===== src/logic/dcache_pkg.sv =====
package dcache_pkg;

    // core side
    localparam int core_addr_w = 16;
    localparam int arch_w = 32;

    // memory side, one address unit is one 16-byte beat
    localparam int mem_addr_w = 12;
    localparam int mem_data_w = 128;
    localparam int mem_data_bytes = 16;

    // geometry
    localparam int sets = 8;
    localparam int ways = 2;
    localparam int idx_w = 3;
    localparam int way_w = 1;
    localparam int line_byte_w = 6;
    localparam int tag_w = core_addr_w - idx_w - line_byte_w;
    localparam int line_words = 16;
    localparam int beats_per_line = 4;
    localparam int beat_w = 2;
    localparam int last_beat = beats_per_line - 1;

    // access size, the low two bits of the type code
    localparam logic [1:0] size_byte = 2'b00;
    localparam logic [1:0] size_half = 2'b01;
    localparam logic [1:0] size_word = 2'b10;

    // top bit selects zero extension on loads
    typedef enum logic [2:0] {
        dtype_byte  = {1'b0, size_byte},
        dtype_half  = {1'b0, size_half},
        dtype_word  = {1'b0, size_word},
        dtype_ubyte = {1'b1, size_byte},
        dtype_uhalf = {1'b1, size_half}
    } dtype_t;

    typedef enum logic {
        rtype_read  = 1'b0,
        rtype_write = 1'b1
    } rtype_t;

    typedef enum logic [1:0] {
        st_reset,
        st_ready,
        st_miss,
        st_evict
    } dcache_state_t;

    // beats for fill and write-back, words for loads
    typedef union packed {
        logic [beats_per_line-1:0][mem_data_w-1:0] q;
        logic [line_words-1:0][arch_w-1:0] w;
    } cache_line_u;

endpackage

===== src/logic/dcache_ifs.sv =====
interface dcache_lookup_if;
    import dcache_pkg::*;

    // lookup result for the request being accepted
    logic hit;
    logic [way_w-1:0] hit_way;
    logic [way_w-1:0] victim_way;
    logic victim_dirty;
    logic [tag_w-1:0] victim_tag;

    // state updates, all aimed at upd_way/upd_set
    logic upd_valid;
    logic [way_w-1:0] upd_way;
    logic [idx_w-1:0] upd_set;
    logic [tag_w-1:0] upd_tag;
    logic mark_dirty;
    logic lru_touch;

    modport tags (
        output hit, hit_way, victim_way, victim_dirty, victim_tag,
        input  upd_valid, upd_way, upd_set, upd_tag, mark_dirty, lru_touch
    );

    modport ctrl (
        input  hit, hit_way, victim_way, victim_dirty, victim_tag,
        output upd_valid, upd_way, upd_set, upd_tag, mark_dirty, lru_touch
    );

endinterface



===== src/logic/dcache_tag_array.sv =====
module dcache_tag_array (
    input  logic clk,
    input  logic rst,
    input  logic [dcache_pkg::core_addr_w-1:0] req_addr,
    input  logic req_fire,
    dcache_lookup_if.tags lk
);
    import dcache_pkg::*;

    logic valid_r [ways][sets];
    logic dirty_r [ways][sets];
    logic [tag_w-1:0] tag_r [ways][sets];
    logic [way_w-1:0] lru_r [ways][sets];

    logic [idx_w-1:0] req_set;
    logic [tag_w-1:0] req_tag;
    logic touch_same_set;
    logic [way_w-1:0] lru_eff [ways];

    assign req_set = req_addr[line_byte_w +: idx_w];
    assign req_tag = req_addr[core_addr_w-1 -: tag_w];

    // a hit from the previous request may touch this set in the same cycle
    assign touch_same_set = lk.lru_touch && (lk.upd_set == req_set);

    // counters as they will stand after that touch
    always_comb begin
        for (int w = 0; w < ways; w++) begin
            lru_eff[w] = lru_r[w][req_set];
            if (touch_same_set) begin
                if (w == int'(lk.upd_way)) begin
                    lru_eff[w] = '0;
                end else if (lru_r[w][req_set] < lru_r[lk.upd_way][req_set]) begin
                    lru_eff[w] = lru_r[w][req_set] + 1'b1;
                end
            end
        end
    end

    always_comb begin
        lk.hit = 1'b0;
        lk.hit_way = '0;
        lk.victim_way = '0;
        for (int w = 0; w < ways; w++) begin
            if (valid_r[w][req_set] && (tag_r[w][req_set] == req_tag)) begin
                lk.hit = req_fire;
                lk.hit_way = way_w'(w);
            end
            // oldest way is the one at the top count
            if (lru_eff[w] == way_w'(ways - 1)) begin
                lk.victim_way = way_w'(w);
            end
        end
    end

    assign lk.victim_dirty = dirty_r[lk.victim_way][req_set];
    assign lk.victim_tag = tag_r[lk.victim_way][req_set];

    always_ff @(posedge clk) begin
        if (rst) begin
            for (int w = 0; w < ways; w++) begin
                for (int s = 0; s < sets; s++) begin
                    valid_r[w][s] <= 1'b0;
                    dirty_r[w][s] <= 1'b0;
                end
            end
        end else begin
            // a fresh line arrives clean, a merged store dirties it afterwards
            if (lk.upd_valid) begin
                valid_r[lk.upd_way][lk.upd_set] <= 1'b1;
                dirty_r[lk.upd_way][lk.upd_set] <= 1'b0;
            end
            if (lk.mark_dirty) begin
                dirty_r[lk.upd_way][lk.upd_set] <= 1'b1;
            end
        end
    end

    always_ff @(posedge clk) begin
        if (lk.upd_valid) begin
            tag_r[lk.upd_way][lk.upd_set] <= lk.upd_tag;
        end
    end

    always_ff @(posedge clk) begin
        if (rst) begin
            for (int w = 0; w < ways; w++) begin
                for (int s = 0; s < sets; s++) begin
                    lru_r[w][s] <= way_w'(w);
                end
            end
        end else if (lk.lru_touch) begin
            for (int w = 0; w < ways; w++) begin
                if (lru_r[w][lk.upd_set] < lru_r[lk.upd_way][lk.upd_set]) begin
                    lru_r[w][lk.upd_set] <= lru_r[w][lk.upd_set] + 1'b1;
                end
            end
            lru_r[lk.upd_way][lk.upd_set] <= '0;
        end
    end

endmodule


===== src/flat_wrapper.sv =====
// flat-port wrapper written by rule: the top's interface ports become plain ports
module dcache_tag_array_flat import dcache_pkg::*;
  (clk, rst, req_addr, req_fire, lk_hit, lk_hit_way, lk_victim_way, lk_victim_dirty, lk_victim_tag, lk_upd_valid, lk_upd_way, lk_upd_set, lk_upd_tag, lk_mark_dirty, lk_lru_touch);
  dcache_lookup_if lk_i ();
  input  logic clk;
  input  logic rst;
  input  logic [dcache_pkg::core_addr_w-1:0] req_addr;
  input  logic req_fire;
  output wire logic [$bits(lk_i.hit)-1:0] lk_hit;
  output wire logic [$bits(lk_i.hit_way)-1:0] lk_hit_way;
  output wire logic [$bits(lk_i.victim_way)-1:0] lk_victim_way;
  output wire logic [$bits(lk_i.victim_dirty)-1:0] lk_victim_dirty;
  output wire logic [$bits(lk_i.victim_tag)-1:0] lk_victim_tag;
  input wire logic [$bits(lk_i.upd_valid)-1:0] lk_upd_valid;
  input wire logic [$bits(lk_i.upd_way)-1:0] lk_upd_way;
  input wire logic [$bits(lk_i.upd_set)-1:0] lk_upd_set;
  input wire logic [$bits(lk_i.upd_tag)-1:0] lk_upd_tag;
  input wire logic [$bits(lk_i.mark_dirty)-1:0] lk_mark_dirty;
  input wire logic [$bits(lk_i.lru_touch)-1:0] lk_lru_touch;
  assign lk_hit = lk_i.hit;
  assign lk_hit_way = lk_i.hit_way;
  assign lk_victim_way = lk_i.victim_way;
  assign lk_victim_dirty = lk_i.victim_dirty;
  assign lk_victim_tag = lk_i.victim_tag;
  assign lk_i.upd_valid = lk_upd_valid;
  assign lk_i.upd_way = lk_upd_way;
  assign lk_i.upd_set = lk_upd_set;
  assign lk_i.upd_tag = lk_upd_tag;
  assign lk_i.mark_dirty = lk_mark_dirty;
  assign lk_i.lru_touch = lk_lru_touch;
  dcache_tag_array u_core (.clk(clk), .rst(rst), .req_addr(req_addr), .req_fire(req_fire), .lk(lk_i));
endmodule

===== config.mk =====
export PLATFORM = sky130hd
export DESIGN_NAME = dcache_tag_array_flat
export DESIGN_NICKNAME = d
export VERILOG_FILES = /design/src/logic/dcache_pkg.sv /design/src/logic/dcache_ifs.sv /design/src/logic/dcache_tag_array.sv /design/src/flat_wrapper.sv
export SDC_FILE = /design/constraint.sdc
export NUM_CORES = 1
export LEC_CHECK = 0
export CAP_MARGIN = 10
export CORE_MARGIN = 1.5
export CORE_UTILIZATION = 30
export DETAILED_ROUTE_END_ITERATION = 12
export DONT_BUFFER_PORTS = 1
export GPL_TIMING_DRIVEN = 0
export PLACE_DENSITY = 0.42
export REMOVE_ABC_BUFFERS = 1
export SYNTH_ARGS = -nofsm -noshare
export SYNTH_HDL_FRONTEND = slang
export SYNTH_SLANG_ARGS = --single-unit

===== constraint.sdc =====
create_clock -name clk -period 2.28 [get_ports clk]
set_clock_uncertainty 0.15 [all_clocks]
set_input_delay 0.228 -clock clk [delete_from_list [all_inputs] [get_ports clk]]
set_output_delay 0.228 -clock clk [all_outputs]
set_load 0.1 [all_outputs]

### Word level (Yosys, flattened, before mapping)

Memory sizes are Yosys's and may differ from the RTL's.
Cells that the tools add are included.

* add/sub/neg operators: 3
* $lt $le $gt $ge: 6
* equality and inequality tests: 3
* multiplexer cells: 94
* bitwise logic cells: 26
* reduce and logical (&&, ||, !) cells: 6

Operators with widths (count)
* $mux 8: 9
* $mux 1: 64
* $bmux 7 s3: 3
* $mux 56: 1
* $mux 7: 7
* $bmux 1 s3: 8
* $or 1x1->1: 24
* $demux 7 s3: 1
* $reduce_or 8->1: 2
* $eq 7x7->1: 2
* $ge 4x4->1 const B: 2
* $not 3->4: 2
* $logic_and 1x1->1: 4
* $lt 4x1->1 const B: 1
* $add 1x1->1 const B: 3
* $demux 1 s3: 1
* $eq 3x3->1: 1
* $lt 1x1->1: 3

* register bits: 0
* bits in writable memories: 160
* bits of input ports: 33
* output and inout bits: 11
* logic and storage cells: 142
* memories: 4

Memories
* u_core.tag_r: depth 2, width 56, rd ports 3, clocked after memory_dff 0, write ports 1, line dcache_tag_array.sv:12 `logic [tag_w-1:0] tag_r [ways][sets];`
* u_core.dirty_r: depth 2, width 8, rd ports 1, clocked after memory_dff 0, write ports 2, line dcache_tag_array.sv:11 `logic dirty_r [ways][sets];`
* u_core.lru_r: depth 2, width 8, rd ports 3, clocked after memory_dff 0, write ports 3, line dcache_tag_array.sv:13 `logic [way_w-1:0] lru_r [ways][sets];`
* u_core.valid_r: depth 2, width 8, rd ports 2, clocked after memory_dff 0, write ports 2, line dcache_tag_array.sv:10 `logic valid_r [ways][sets];`

### Longest topological paths before layout

An unclocked memory read counts as a cell.

* depth after elaboration: 13
* mapped depth: 12
* mapped depth without buffers: 9

### Worst setup path before layout

Ideal clock, no wire load.

* kind: input-to-output
* from: input lk_upd_way
* to: output lk_victim_dirty
* data arrival time: 3.714 ns
* data required time: 1.902 ns
* setup slack: -1.812 ns
* stages: 12
* path buffers: 3
* cells stage by stage: clkbuf_1 -> nand2b_1 -> a32oi_1 -> nor2_1 -> nor4_1 -> nand3_1 -> nand3_1 -> buf_4 -> buf_4 -> mux2i_1 -> nand4_1 -> mux2i_1

* cells in the longest elaborated chain, start to end: 13

RTL lines
* start, declared: line flat_wrapper.sv:15 `input wire logic [$bits(lk_i.upd_way)-1:0] lk_upd_way;`
* $mem_v2 2x8
* $bmux 1 s3: line dcache_tag_array.sv:33 `end else if (lru_r[w][req_set] < lru_r[lk.upd_way][req_set]) begin`
* $mux 1 (implied by the code) (2 in a row): line dcache_tag_array.sv:33
* $lt 1x1->1: line dcache_tag_array.sv:33
* $mux 1: line dcache_tag_array.sv:33
* $mux 1 (*): line dcache_tag_array.sv:31 `if (w == int'(lk.upd_way)) begin`
* $mux 1 (*): line dcache_tag_array.sv:30 `if (touch_same_set) begin`
* $mux 1 (*): line dcache_tag_array.sv:50 `if (lru_eff[w] == way_w'(ways - 1)) begin`
* via lk_victim_way: line flat_wrapper.sv:11 `output wire logic [$bits(lk_i.victim_way)-1:0] lk_victim_way;`
* $mem_v2 2x8 (*)
* $bmux 1 s3 (*): line dcache_tag_array.sv:56 `assign lk.victim_dirty = dirty_r[lk.victim_way][req_set];`
* $mux 1 (implied by the code) (*) (2 in a row): line dcache_tag_array.sv:56
* end, declared: line flat_wrapper.sv:12 `output wire logic [$bits(lk_i.victim_dirty)-1:0] lk_victim_dirty;`

The timed path passes the listed nets; every way through them passes the cells marked *. The select of a mux whose other input is x is not followed.

==> results.py <==
metrics = {
    "synthesis": {
        "yosys-top-cells-count": "edfxtp_1, nor2_1, mux2i_1",
        "synth-seq-area-share": 0.5606,
        "ys_ff_latch": 160,
        "synth_top_area_frac": 0.5219,
        "syn_inst": 635,
        "yosys.cell_types.count": 46,
        "synth_flop_cell": "edfxtp_1",
        "synth_area_per_cell_sq_um": 13.05,
        "synth_most_common_cell": "edfxtp_1",
        "async_flop_share": 0,
        "synth_edf_count": 144,
        "synth_area_leaders": "edfxtp_1, mux4_2, mux2i_1",
        "yosys_warnings": 0,
        "post-synth-top-area-cell": "edfxtp_1",
        "syn-cell-area_sq_um": 8285,
    },
    "worst_setup_path": {
        "end_kind": "output pin",
        "r2r-start": "u_core.lru_r[0][7]",
        "crit_type": "reg -> out",
        "critPathLaunch": "u_core.tag_r[1][51]",
        "reg2reg_slack_ns": 0.17,
        "r2r_cells": 7,
        "critical_path_required_ns": 1.90,
        "cp-endpoint": "lk_hit",
        "worst_r2r_endpoint": "u_core.lru_r[1][1]",
        "cp.arrival_ns": 3.08,
        "startpoint_type": "flop",
        "cp_max_fo": 2,
    },
    "clock_tree": {
        "cts_made_buffers": 17,
        "path_clk_slew_ns": 0.06,
        "cts_max_path_buffers": 2,
        "clk_latency_ns": 0.42,
        "root_buffer": "clkbuf_16",
        "cts.sinks": 160,
        "h-tree-depth": 4,
        "cts_tree": "yes",
    },
    "placement": {
        "port_buffers": 0,
        "dp_hpwl_mm": 14.08,
        "dp_slack_ns": -1.321,
        "dp.cells": 931,
        "gp_congestion": 0.7991,
    },
    "grt": {
        "grt_pass1_vias": 5496,
        "grt_overflow": 0,
        "grt_util_met2": 0.2655,
        "grt_use_met3": 0.03755,
        "met1_usage": 0.2258,
        "grt_max_degree": 60,
        "busiest_layer": "met2",
        "track_usage": 0.1653,
        "grt_pass1_wl_mm": 34.15,
        "antenna_found_initial": 0,
    },
    "timing": {
        "layout_setup_ws_ns": -1.181,
        "grt_setup_unrepaired": "true",
        "slew_headroom": 0.1771,
        "finalHoldViolations": 0,
        "post-route-period-util": 1.518,
        "tightest_slew_ns": 1.230,
        "drv_slew": 0,
        "timing.fmax_mhz": 289.0,
        "min_period_ns": 3.461,
        "finalSetupViolCount": 11,
    },
    "floorplan": {
        "rows": 60,
        "start_util": 0.3066,
        "die_w_microns": 169.2,
        "io_pins": 44,
        "fp.coreArea_sq_um": 27030,
        "dieArea_sq_um": 28620,
        "die_h_microns": 169.2,
    },
    "power_and_ir_drop": {
        "p_sw_frac": 0.2467,
        "share_comb_of_total_power": 0.149,
        "p_clk_frac": 0.394,
        "peakVddDrop_mv": 0.4382,
        "pwr_density_cell_nw_per_um2": 735.2,
        "seqPwrFrac": 0.457,
        "power_leakage_nw": 3.382,
        "power.switching_mw": 1.792,
        "p_int_mw": 5.472,
    },
    "detailed_routing": {
        "via_per_inst": 5.340,
        "wl_per_cell_microns": 23.24,
        "num_vias": 5324,
        "drt_iter0_drc": 279,
        "finalWirelength_mm": 23.17,
        "ant_nets": 0,
        "firstDrtPassIters": 5,
        "drcViolationCount": 0,
    },
    "outcome": {
        "failed_checks": "negative setup slack",
        "status": "complete, but fails checks",
    },
    "hold_path": {
        "hp-class": "in -> reg",
    },
    "final_layout": {
        "area_growth_pct": 19.25,
        "fillers": 2583,
        "multi_input_area_sq_um": 3654,
        "nNetsFinal": 677,
        "stdcell_count": 997,
        "layout.area.seq_sq_um": 4652,
        "drive_gt1_frac": 0.2378,
        "diodes": 0,
    },
    "job": {
        "cap_violations": 0,
    },
}
[critical path, cell delays in order (launching register included)]
cell and delay, ns:
edfxtp_1 0.40, mux4_2 0.50, mux2i_4 0.19, xnor2_1 0.08, or4_4 0.55, nor2_4 0.54
o21a_4 0.40
[power groups by stage]
| stage | sequential (mW) | clock [mW] | combinational (mW) |
|---|---|---|---|
| 2_1_floorplan | 3.37 | 0 | 0.656 |
| 3_3_place_gp | 3.38 | 0 | 0.801 |
| 3_5_place_dp | 3.38 | 0 | 0.858 |
| 4_1_cts | 3.32 | 2.90 | 1.04 |
| 5_1_grt | 3.33 | 3.03 | 1.14 |
| 6_report | 3.32 | 2.86 | 1.08 |
[cell families after synthesis]
kind of cell              share of synthesized area
AOI/OAI and AO/OA                           0.06252
xor gates and xnor gates                    0.01903
buffers and inverters                       0.03051
DFF                                          0.5606
muxes                                        0.1968
and+or+nand+nor                              0.1306
[worst min path at each step]
| stage | slack (ns) | startpoint | endpoint | cells after the start |
|---|---|---|---|---|
| final | 0.02 | lk_upd_set[0] | u_core.lru_r[1][0] | 2 |
| after floorplan | 0.18 | lk_upd_tag[0] | u_core.tag_r[0][0] | 0 |
| after detailed placement | 0.18 | lk_upd_tag[4] | u_core.tag_r[0][32] | 0 |
| after CTS | 0.007 | lk_upd_set[0] | u_core.lru_r[1][6] | 2 |
| after global placement | 0.18 | lk_upd_tag[6] | u_core.tag_r[1][27] | 0 |
| after global routing | 0.04 | lk_upd_set[1] | u_core.lru_r[1][4] | 2 |
[repair_timing]
item / 4_1_cts / 5_1_grt
gates resized for setup: 35 / 23
endpoints found under the setup margin: 11 / 51
hold endpoints to repair: 169 / 1
hold buffers: 15 / 1
pin swaps: 13 / 16
cloned: 3 / 1
buffers inserted: 6 / 7
[metal layers]
metal | wire length (microns) | share of wire
met4 | 395 | 0.017
met2 | 11060 | 0.48
met3 | 1158 | 0.050
met1 | 10550 | 0.46
met5 | 0 | 0
[metrics by stage]
stage | utilization | power [mW] | instance area [sq um] | hold slack, ns | TNS [ns]
final | 0.3656 | 7.264 | 9881 | 0.01864 | -9.322
after detailed placement | 0.3189 | 4.242 | 8620 | 0.1777 | -15.32
after floorplan | - | 4.023 | 8040 | 0.1769 | -28.15
after CTS | 0.3581 | 7.262 | 9677 | 0.007260 | -14.76
after global routing | 0.3656 | 7.496 | 9881 | 0.03626 | -11.39
after global placement | 0.3133 | 4.182 | 8467 | 0.1778 | -44.51
[cell usage in the layout, fill, tap and decap left out, types with 5 or more instances in the layout]
cell type | netlist | routed
a21oi_1 | 30 | 28
nand2b_1 | 10 | 10
xnor2_1 | 14 | 13
mux2i_1 | 50 | 42
edfxtp_1 | 144 | 144
dlygate4sd3_1 | 0 | 15
mux4_2 | 49 | 49
o21bai_1 | 9 | 9
nand3_1 | 12 | 6
nor2b_1 | 16 | 16
nand2_1 | 13 | 13
dfxtp_1 | 16 | 12
buf_4 | 3 | 7
or2_2 | 20 | 20
mux2i_4 | 0 | 7
nand4_1 | 10 | 10
o22ai_1 | 12 | 11
nand3_4 | 0 | 5
clkbuf_16 | 0 | 21
buf_12 | 1 | 6
nor2_1 | 118 | 115
a21o_1 | 7 | 7
a211oi_1 | 8 | 8
nor3_1 | 6 | 5
[final cells by class]
type,count,area share
Tap cell,341,0.04318
Clock buffer,20,0.04419
Inverter,2,0.0007598
Clock inverter,11,0.01406
Sequential cell,160,0.4708
Multi-Input combinational cell,423,0.3698
Timing Repair Buffer,40,0.05724
[registers in the layout (all words and copies together) (netlist names)]
signal / count
u_core.lru_r: 16
u_core.valid_r: 16
u_core.dirty_r: 16
u_core.tag_r: 112
Power figures use the tool's default switching activity.
