<file path="config.mk">
export PLATFORM = sky130hd
export DESIGN_NAME = dcache_load_align
export DESIGN_NICKNAME = d
export VERILOG_FILES = /design/src/logic/dcache_pkg.sv /design/src/logic/dcache_load_align.sv
export SDC_FILE = /design/constraint.sdc
export NUM_CORES = 1
export LEC_CHECK = 0
export BUFFER_PORTS_ARGS = -buffer_cell sky130_fd_sc_hd__buf_2
export CAP_MARGIN = 10
export CORE_MARGIN = 8
export CORE_UTILIZATION = 42
export DETAILED_ROUTE_END_ITERATION = 10
export GPL_ROUTABILITY_DRIVEN = 0
export MAX_ROUTING_LAYER = met4
export PLACE_DENSITY = 0.84
export SLEW_MARGIN = 10
export SYNTH_ARGS = -nofsm -noshare
export SYNTH_HDL_FRONTEND = slang
export SYNTH_SLANG_ARGS = --single-unit
</file>
<file path="constraint.sdc">
create_clock -name vclk -period 2
set_input_delay 0.3 -clock vclk [all_inputs]
set_output_delay 0.3 -clock vclk [all_outputs]
set_load 0.02 [all_outputs]
</file>
<file path="src/logic/dcache_pkg.sv">
package dcache_pkg;

    // core side
    localparam int core_addr_w = 16;
    localparam int arch_w = 32;

    // memory side, one address unit is one 16-byte beat
    localparam int mem_addr_w = 12;
    localparam int mem_data_w = 128;
    localparam int mem_data_bytes = 16;

    // geometry
    localparam int sets = 8;
    localparam int ways = 2;
    localparam int idx_w = 3;
    localparam int way_w = 1;
    localparam int line_byte_w = 6;
    localparam int tag_w = core_addr_w - idx_w - line_byte_w;
    localparam int line_words = 16;
    localparam int beats_per_line = 4;
    localparam int beat_w = 2;
    localparam int last_beat = beats_per_line - 1;

    // access size, the low two bits of the type code
    localparam logic [1:0] size_byte = 2'b00;
    localparam logic [1:0] size_half = 2'b01;
    localparam logic [1:0] size_word = 2'b10;

    // top bit selects zero extension on loads
    typedef enum logic [2:0] {
        dtype_byte  = {1'b0, size_byte},
        dtype_half  = {1'b0, size_half},
        dtype_word  = {1'b0, size_word},
        dtype_ubyte = {1'b1, size_byte},
        dtype_uhalf = {1'b1, size_half}
    } dtype_t;

    typedef enum logic {
        rtype_read  = 1'b0,
        rtype_write = 1'b1
    } rtype_t;

    typedef enum logic [1:0] {
        st_reset,
        st_ready,
        st_miss,
        st_evict
    } dcache_state_t;

    // beats for fill and write-back, words for loads
    typedef union packed {
        logic [beats_per_line-1:0][mem_data_w-1:0] q;
        logic [line_words-1:0][arch_w-1:0] w;
    } cache_line_u;

endpackage
</file>
<file path="src/logic/dcache_load_align.sv">
module dcache_load_align (
    input  logic [dcache_pkg::arch_w-1:0] load_word,
    input  dcache_pkg::dtype_t load_dtype,
    input  logic [1:0] load_offset,
    output logic [dcache_pkg::arch_w-1:0] rsp_data
);
    import dcache_pkg::*;

    logic [1:0] size;
    logic uns;
    logic misaligned;
    logic [7:0] sel_byte;
    logic [15:0] sel_half;

    assign size = load_dtype[1:0];
    assign uns = load_dtype[2];

    // half needs an even offset, word needs offset zero
    assign misaligned = ((size == size_half) && load_offset[0]) ||
                        ((size == size_word) && (load_offset != 2'b00));

    assign sel_byte = load_word[{load_offset, 3'b000} +: 8];
    assign sel_half = load_offset[1] ? load_word[31:16] : load_word[15:0];

    always_comb begin
        rsp_data = '0;
        if (!misaligned) begin
            case (size)
                size_byte: rsp_data = {{24{!uns && sel_byte[7]}}, sel_byte};
                size_half: rsp_data = {{16{!uns && sel_half[15]}}, sel_half};
                size_word: rsp_data = load_word;
                default:   rsp_data = '0;
            endcase
        end
    end

endmodule

</file>
Yosys cells after proc, flatten, opt, wreduce, memory -nomap -nowiden
Cells that the tools add are included.
{"block": "word_totals", "regBits": 0, "in_bits": 37, "out_inout_bits": 32, "word_cells": 14}
{"block": "op_classes", "n_eq_ne": 2, "n_shift": 1, "n_mux": 3, "reduce_logical": 8}
{"op": "32-bit case mux with 3 select lines", "n": 1}
{"op": "32-bit two-way mux", "n": 1}
{"op": "32-bit by 6-bit indexed part select with 8-bit output", "n": 1}
{"op": "16-bit two-way mux", "n": 1}
{"op": "1-bit logical AND", "n": 4}
{"op": "2-bit by 1-bit equality test with 1-bit output (second input constant)", "n": 1}
{"op": "2-bit equality test (second input constant)", "n": 1}
{"op": "2-bit logical NOT", "n": 1}
{"op": "2-bit nonzero test", "n": 1}
{"op": "1-bit logical NOT", "n": 1}
{"op": "1-bit logical OR", "n": 1}

Logic depth before layout (Yosys ltp)
Gate-level depths: netlist (run 1).
{"block": "depth", "depth_word": 4, "depth_mapped": 7, "depth_no_buf": 4}

Worst setup path after synthesis (run 1)
Ideal clock, no wire load.
{"block": "synth_path", "path_type": "input port to output port", "startpoint": "input port load_dtype[1] (netlist bit)", "endpoint": "output port rsp_data[19] (netlist bit)", "t_arrival_ps": 1648, "path_slack_ps": 52, "path_stages": 6, "path_buffers": 2, "path_cell_list": "buf_2 or3b_1 a2bb2oi_1 nor2b_4 buf_6 a22oi_1"}
{"block": "synth_via", "elab_chain_len": 4, "word_cells_on_any_way": 8, "classes_between": "2 x eq/ne; 2 x mux; 4 x reduce/logical"}
{"item": "start, declared", "line_no": "dcache_load_align.sv:3", "rtl": "input dcache_pkg::dtype_t load_dtype,"}
{"item": "parallel branches: the longest is 3 deep, another holds 32-bit case mux with 3 select lines"}
{"item": "32-bit two-way mux (*)", "line_no": "dcache_load_align.sv:27", "rtl": "if (!misaligned) begin"}
{"item": "end, declared", "line_no": "dcache_load_align.sv:5", "rtl": "output logic [dcache_pkg::arch_w-1:0] rsp_data"}
Every way passes the cells marked *.

Worst setup path after layout (run 1)
{"block": "layout_path", "startpoint": "input port load_dtype[1] (netlist bit)", "endpoint": "output port rsp_data[20] (netlist bit)"}
The elaborated chain is that of the path after synthesis.

==> results of run 1 <==
## cell type report
type	instances	share of cell area, %
repair buffers	80	34.9
well taps	27	2.46
inverters	4	1.09
multi-input cells	124	61.6
## through the flow
step / area [um^2] / hold WS (ns) / util (%) / total power, mW
2_1_floorplan: 872 / 0.775 / - / 0.201
3_3_place_gp: 1240 / 0.962 / 63.3 / 0.310
3_5_place_dp: 1240 / 0.971 / 63.3 / 0.319
4_1_cts: 1260 / 0.972 / 64.0 / 0.325
5_1_grt: 1370 / 0.978 / 69.9 / 0.383
6_report: 1370 / 0.960 / 69.9 / 0.359
## metal layers
layer | share of wire, % | vias up
li1 | - | 669
met1 | 38 | 639
met2 | 51 | 81
met3 | 9.8 | 5
met4 | 1.2 | 0
met5 | 0 | -
## final timing paths
path	end	slack (ns)	cells past startpoint
hold / removal	rsp_data[29]	0.96	4
setup / recovery	rsp_data[20]	-0.007	8
## cells in the final DEF, fill, tap and decap left out, drive strengths merged, types with 2 or more instances in the layout
cell type	count
nor3	7
nand2	34
nor2b	4
inv	4
a221oi	5
a21oi	16
buf	80
o221ai	2
a22oi	23
nor2	7
o21ai	2
mux2i	6
mux2	8
nor4	2
## critical path: stages
cell and delay [ns]:
buf_2 0.16, buf_4 0.20, nor2b_4 0.19, nor3b_4 0.22, buf_6 0.20, nand2_1 0.09
a22oi_1 0.17, buf_4 0.18
## cell families after synthesis
group | after synthesis
and+or+nand+nor | 60
AOI/OAI and AO/OA | 50
buffers and inverters | 19
muxes | 14
## repair_timing
action | 4_1_cts | 5_1_grt
pin swaps | 0 | 1
setup endpoints to repair | 15 | 24
setup buffers | 2 | 0
gates resized for setup | 0 | 35
## report_power, final
part / total [mW] / internal, mW / switching (mW)
Sequential: 0 / 0 / 0
Clock: 0 / 0 / 0
Combinational: 0.359 / 0.150 / 0.209
Total: 0.359 / 0.150 / 0.209
==> results.yml, run 1 <==
run_status:
  outcome: "finished, violations left"
  violations: "setup timing"
drt:
  first_iteration_detailed_routing_drc_count: 94
  wl_mm: 3.95
  post-route-drc-count: 0
  routed_wire_length_per_instance_um: 16.8
  ant_nets: 0
  drt_pass1_iterations: 4
  route.detailed.vias_per_inst: 5.93
  detailroute.via_count: 1394
global_routing:
  track_usage_pct: 19.3
  grt.met1_usage_pct: 22.3
  antenna_found_initial: 0
  use_met2_pct: 34.9
  largest_net_degree_at_the_start_of_global_routing: 20
  busiest_layer: "met2"
  grt_first_pass_wirelength_mm: 5.81
  overflow: 0
  number_of_global_route_vias_before_repair: 1280
  grt_util_met3_pct: 1.88
placement:
  dp_slack_ns: -0.0544
  dp_hpwl_mm: 2.94
  place.port_buffers: 69
  placed_cells: 233
yosys:
  yosys_synthesis_warning_count: 0
  post_synth_most_frequent_cells: "nand2_1 (34), a22oi_1 (23), a21oi_1 (16)"
  seq_area_frac_synth_pct: 0
  synth-compound-area-share_pct: 38.9
  synth_top_cell_by_area: "a22oi_1"
  syn_area_um2: 872
  postSynthCellCount: 143
  yosysMostFrequentCell: "nand2_1"
  synth_top_family_by_area: "compound AO/OA/AOI/OAI gates"
  synthSimpleGateAreaFrac_pct: 33.0
  syn_nets: 180
  yosys.area.top_type_share_pct: 19.8
  synth.lib_cells_used.distinct: 28
  avgSynthCellArea_um2: 6.10
  synth_xor_xnor_area_share_pct: 0
  synth.top_cells.by_area: "a22oi_1 (20%), nand2_1 (15%), mux2_2 (10%), a21oi_1 (9.2%), mux2i_1 (6.9%)"
  synth_fa_ha_area_share_pct: 0
  muxShareOfSynthArea_pct: 17.2
pwr:
  power_per_cell_area_mw_per_mm2: 262
  static-leakage-power_nw: 0.650
  maximum_resistive_drop_on_vdd_v: 0.000198
timing:
  final_setup_violation_count: 1
  worst_pin_slew_ns: 0.492
  period_share_pct: 100
  report.final.hold_viol_count: 0
  fin_tns_setup_ns: -0.00707
  max_freq_ghz: 0.498
  max-slew-margin-rel_pct: 67.1
  final.min_clock_period_ns: 2.01
  number_of_max_slew_violations_in_the_final_report: 0
  timing.final.ws_setup_ns: -0.00707
  grt_setup_unrepaired: "yes"
finish:
  nClkBuffers: 0
  antenna_cells_inserted: 0
  sequential_cell_total: 0
  n_fill_cell: 185
  finish.cell_count_without_fillers: 235
  ff_latch_area_um2: 0
  area_used_by_multi_input_combinational_logic_um2: 845
  num-nets-final: 247
  drive_gt1_share_pct: 50.5
  flow.area_growth_from_synthesis_pct: 57.2
floorplan:
  die_width_um: 61.6
  top_level_ports: 69
  floorplan_row_count: 16
  dieArea_mm2: 0.00379
  initial_utilization_pct: 44.5
  core_area_mm2: 0.00196
  die-height_um: 61.6
worst_setup_path:
  timing.setup.critical_path_class: "in -> out"
  timing.critical_path.fanout_max: 15
  crit_start: "load_dtype[1]"
  worst-endpoint-required_ns: 1.70
  critPathArrivalTime_ns: 1.71
  critical_path.endpoint_type: "output pin"
  worst_setup_path_start_kind: "input port"
min_path:
  min-delay-path-class: "in -> out"
  hold_path_startpoint: "load_word[29]"
clocking:
  hold_buffers: 0
run:
  max-cap-violations: 0
(Power assumes the default switching activity.)
==> inputs of run 2 (changes only) <==
- ABC_AREA: default -> 1
- CORE_ASPECT_RATIO: default -> 1.25
- CORE_UTILIZATION: 42 -> 45
==> run 2 against run 1 <==
Compared with the run above:
- the flow now finishes without violations
- via count up 4.7%
- combinational power down 4%
- flip-flop and latch count unchanged
- die area up 8.2%
- worst setup slack better by 0.15 ns
- count of clock-buffer cells in the layout unchanged
- synthesized area up 19%
- non-clock buffer count down 5
- worst hold slack better by 0.091 ns
- wire length down 10%
- largest power group unchanged
==> results.yml, run 2 <==
pwr:
  power_per_cell_area_mw_per_mm2: 249
  total_power_mw: 0.346
  static-leakage-power_nw: 0.879
  maximum_resistive_drop_on_vdd_v: 0.000139
yosys:
  seq_area_frac_synth_pct: 0
  muxShareOfSynthArea_pct: 0
  synth_xor_xnor_area_share_pct: 0
  yosysMostFrequentCell: "nand2_1"
  synth.top_cells.by_area: "nand2_1 (32%), a21oi_2 (17%), inv_1 (9.8%), a21oi_1 (9.7%), nor2_1 (5.4%)"
  synth_top_cell_by_area: "nand2_1"
  yosys.area.top_type_share_pct: 32.3
  synth_fa_ha_area_share_pct: 0
  synthSimpleGateAreaFrac_pct: 47.4
  post_synth_most_frequent_cells: "nand2_1 (89), inv_1 (27), a21oi_1 (20), a21oi_2 (20), nor2_1 (15)"
  avgSynthCellArea_um2: 4.95
  synth_top_family_by_area: "simple AND/OR/NAND/NOR gates"
  syn_area_mm2: 0.00103
  synth.lib_cells_used.distinct: 20
  syn_nets: 246
  yosys_synthesis_warning_count: 0
  synth-compound-area-share_pct: 32.3
  postSynthCellCount: 209
global_routing:
  antenna_found_initial: 0
  grt_first_pass_wirelength_mm: 5.59
  number_of_global_route_vias_before_repair: 1320
  largest_net_degree_at_the_start_of_global_routing: 25
  track_usage_pct: 16.0
  overflow: 0
timing:
  max-slew-margin-rel_pct: 64.4
  final_setup_violation_count: 0
  period_share_pct: 92.8
  timing.final.ws_setup_ns: 0.144
  report.final.hold_viol_count: 0
  fin_tns_setup_ns: 0
  number_of_max_slew_violations_in_the_final_report: 0
  max_freq_ghz: 0.539
  final.min_clock_period_ns: 1.86
  grt_setup_unrepaired: "no"
  worst_pin_slew_ns: 0.534
finish:
  area_used_by_multi_input_combinational_logic_um2: 840
  antenna_cells_inserted: 0
  final_common_cell: "nand2_1"
  post-route-cell-area_mm2: 0.00139
  layout.cells.most_common_list: "nand2_1 (89), buf_2 (69), inv_1 (27), a21oi_1 (20), a21oi_2 (20)"
  ff_latch_area_um2: 0
  num-nets-final: 311
  finish.cell_count_without_fillers: 303
  n_fill_cell: 246
  flow.area_growth_from_synthesis_pct: 34.5
  drive_gt1_share_pct: 40.1
  sequential_cell_total: 0
  nClkBuffers: 0
worst_setup_path:
  worst_setup_path_start_kind: "input port"
  timing.setup.critical_path_class: "in -> out"
  critPathArrivalTime_ns: 1.56
  crit_start: "load_dtype[0]"
  worst-endpoint-required_ns: 1.70
  critical_path.endpoint_type: "output pin"
  timing.critical_path.fanout_max: 24
placement:
  place.port_buffers: 69
  placed_cell_area_mm2: 0.00139
  dp_hpwl_mm: 2.94
  placed_cells: 303
  dp_slack_ns: 0.145
floorplan:
  top_level_ports: 69
  die_width_um: 58.9
  floorplan_row_count: 19
  die-height_um: 69.6
  initial_utilization_pct: 47.3
  core_area_mm2: 0.00219
  dieArea_mm2: 0.00410
run_status:
  outcome: "completed"
drt:
  drt_pass1_iterations: 4
  wl_mm: 3.54
  first_iteration_detailed_routing_drc_count: 71
  route.detailed.vias_per_inst: 4.82
  routed_wire_length_per_instance_um: 11.7
  detailroute.via_count: 1459
  ant_nets: 0
  post-route-drc-count: 0
run:
  max-cap-violations: 0
min_path:
  min-delay-path-class: "in -> out"
  hold_path_startpoint: "load_word[31]"
  whs_path_depth: 6
  hold-path-endpoint: "rsp_data[31]"
clocking:
  post-cts-setup-buffers: 0
  hold_buffers: 0
  cts_resized: 0
==> run 2: changes by cell type after synthesis, sizes merged, moves of 6 or more <==
cell,previous run,this run
clkbuf,7,0
o21ai,2,9
mux2i,6,0
nand2,34,93
nor3,7,0
a21oi,16,40
a22oi,23,1
inv,4,32
mux2,8,0
nor2,7,18
==> run 2: worst max path at each step <==
| stage | end | slack (ns) | cells after the start |
|---|---|---|---|
| finish | rsp_data[14] | 0.14 | 9 |
| global route | rsp_data[10] | 0.04 | 9 |
| CTS | rsp_data[14] | 0.14 | 9 |
| detailed placement | rsp_data[14] | 0.14 | 9 |
| global placement | rsp_data[14] | 0.17 | 9 |
| floorplan | rsp_data[11] | 0.44 | 9 |
==> run 2: cell type report <==
cell class / instances / share of cell area, %
Tap cell: 31 / 2.79
Inverter: 32 / 8.81
Timing Repair Buffer: 75 / 28.1
Multi-Input combinational cell: 165 / 60.3
==> run 2: per-stage QoR <==
stage	utilization, %	hold slack (ns)
after floorplan	-	0.788
after global placement	63.6	1.03
after detailed placement	63.6	1.04
after CTS	63.6	1.05
after global routing	63.6	1.08
final	63.6	1.05
==> run 2: logic make-up after synthesis <==
logic type | after synthesis
and+or+nand+nor | 114
buffers and inverters | 44
AOI/OAI and AO/OA | 51
==> run 2: critical path, cell delays in order <==
cell,delay [ns]
buf_2,0.13
inv_2,0.12
nand2_4,0.08
nor2_8,0.14
nand2_1,0.08
nand2_2,0.10
nand2_4,0.21
a21oi_2,0.21
buf_2,0.18
==> run 2: where the power goes <==
part	internal [mW]	switching, mW
clock network	0	0
logic	0.123	0.223
registers	0	0
total	0.123	0.223
==> run 2: layer usage <==
metal  vias to the layer above  global-route usage (%)  share of wire (%)
li1                        768                       -                  -
met1                       617                    18.3                 40
met5                         -                       -                  0
met2                        72                    28.7                 51
met3                         2                    1.86                7.9
met4                         0                    2.13               0.76
==> inputs of run 3 (changes only) <==
- ABC_AREA: 1 -> default
- BUFFER_PORTS_ARGS: -buffer_cell sky130_fd_sc_hd__buf_2 -> default
- DONT_BUFFER_PORTS: default -> 1
- PLACE_DENSITY: 0.84 -> 0.59
==> run 3 against run 2 <==
Compared with the run above:
- worst setup slack lost 0.012 ns
- flip-flop and latch count is the same
- highest routed layer unchanged
- sequential share of layout area is the same
- worst hold slack lost 0.20 ns
- maximum frequency shrank 0.62%
- non-clock buffer count shrank 45
- global-route usage grew 1.1 points
- critical path type unchanged
- core utilization shrank 7.7 points
- wire length shrank 4.0%
==> results.yml, run 3 (synthesized netlist as in run 1, its figures left out) <==
run_status:
  outcome: "completed"
finish:
  final_common_cell: "nand2_1"
  antenna_cells_inserted: 0
  area_used_by_multi_input_combinational_logic_um2: 779
  sequential_cell_total: 0
  flow.area_growth_from_synthesis_pct: 21.2
  n_fill_cell: 205
  num-nets-final: 197
  nClkBuffers: 0
  final_core_util_pct: 55.9
  post-route-cell-area_mm2: 0.00106
  ff_latch_area_um2: 0
  layout.cells.most_common_list: "nand2_1 (34), buf_4 (29), a22oi_1 (23), a21oi_1 (16), mux2_2 (8)"
  drive_gt1_share_pct: 27.8
drt:
  drt_pass1_iterations: 4
  route.detailed.vias_per_inst: 6.71
  first_iteration_detailed_routing_drc_count: 56
  post-route-drc-count: 0
  routed_wire_length_per_instance_um: 19.1
  detailroute.via_count: 1194
  wl_mm: 3.39
  ant_nets: 0
clocking:
  cts_resized: 0
  hold_buffers: 0
  post-cts-setup-buffers: 0
floorplan:
  top_level_ports: 69
  floorplan_row_count: 18
  die_width_um: 55.4
  initial_utilization_pct: 46.1
  die-height_um: 65.2
  dieArea_mm2: 0.00361
  core_area_mm2: 0.00189
timing:
  final.min_clock_period_ns: 1.87
  final_setup_violation_count: 0
  max_freq_ghz: 0.535
  worst_pin_slew_ns: 0.501
  number_of_max_slew_violations_in_the_final_report: 0
  period_share_pct: 93.4
  hold-worst-slack_ns: 0.846
  max-slew-margin-rel_pct: 66.7
  grt_setup_unrepaired: "no"
  fin_tns_setup_ns: 0
  report.final.hold_viol_count: 0
min_path:
  min-delay-path-class: "in -> out"
  hold_path_startpoint: "load_word[18]"
global_routing:
  grt.met1_usage_pct: 18.4
  grt_first_pass_wirelength_mm: 5.35
  use_met2_pct: 30.5
  busiest_layer: "met2"
  track_usage_pct: 17.0
  overflow: 0
  largest_net_degree_at_the_start_of_global_routing: 21
  grt_util_met3_pct: 5.97
  number_of_global_route_vias_before_repair: 1131
  antenna_found_initial: 0
worst_setup_path:
  worstPathCellList: "mux2_2 -> a2bb2oi_1 -> nor2b_4 -> buf_12 -> a22oi_1 -> buf_4"
  crit_start: "load_offset[1]"
  cp_slowest_cell: "mux2_2"
  worst_setup_path_start_kind: "input port"
  timing.critical_path.fanout_max: 20
  critical_path.max_stage_delay_ns: 0.34
  critPathArrivalTime_ns: 1.57
  timing.setup.critical_path_class: "in -> out"
  critical_path.endpoint_type: "output pin"
  worst-endpoint-required_ns: 1.70
  cp-endpoint: "rsp_data[20]"
pwr:
  power_per_cell_area_mw_per_mm2: 244
  total_power_mw: 0.258
  maximum_resistive_drop_on_vdd_v: 0.000144
  static-leakage-power_nw: 0.433
placement:
  dp_hpwl_mm: 2.73
  placed_cell_area_mm2: 0.00104
  place.port_buffers: 0
run:
  max-cap-violations: 0
## run 3: report_power, final
part / leakage [nW] / switching, mW / internal (mW) / total [mW]
Sequential: 0 / 0 / 0 / 0
Clock: 0 / 0 / 0 / 0
Combinational: 0.433 / 0.148 / 0.110 / 0.258
Total: 0.433 / 0.148 / 0.110 / 0.258
## run 3: worst min-delay path by stage
stage                         endpoint  cells after the start  slack (ns)
after CTS                 rsp_data[28]                      3        0.85
after global placement    rsp_data[24]                      3        0.84
after global routing      rsp_data[24]                      3        0.86
final                     rsp_data[18]                      3        0.85
after detailed placement  rsp_data[28]                      3        0.85
after floorplan           rsp_data[16]                      2        0.78
## run 3: layout make-up
class | instances | share of cell area [%]
inverters | 4 | 1.42
multi-input cells | 124 | 73.7
well taps | 20 | 2.37
repair buffers | 30 | 22.5
## run 3: critical path: cells and delay by family
kind	cells	cell delay (ns)
buf+inv	2	0.32
compound gates	2	0.37
simple gates	1	0.23
mux	1	0.34
## run 3: stage by stage
stage	worst slack [ns]	std cells
floorplan	0.0518	143
global placement	0.171	177
detailed placement	0.0788	177
CTS	0.0785	177
global route	0.121	178
finish	0.132	178
## run 3: per-layer routing
| layer | share of wire (%) | vias up |
|---|---|---|
| met2 | 50 | 75 |
| met3 | 14 | 4 |
| met5 | 0 | - |
| met1 | 35 | 555 |
| met4 | 0.80 | 0 |
| li1 | - | 560 |
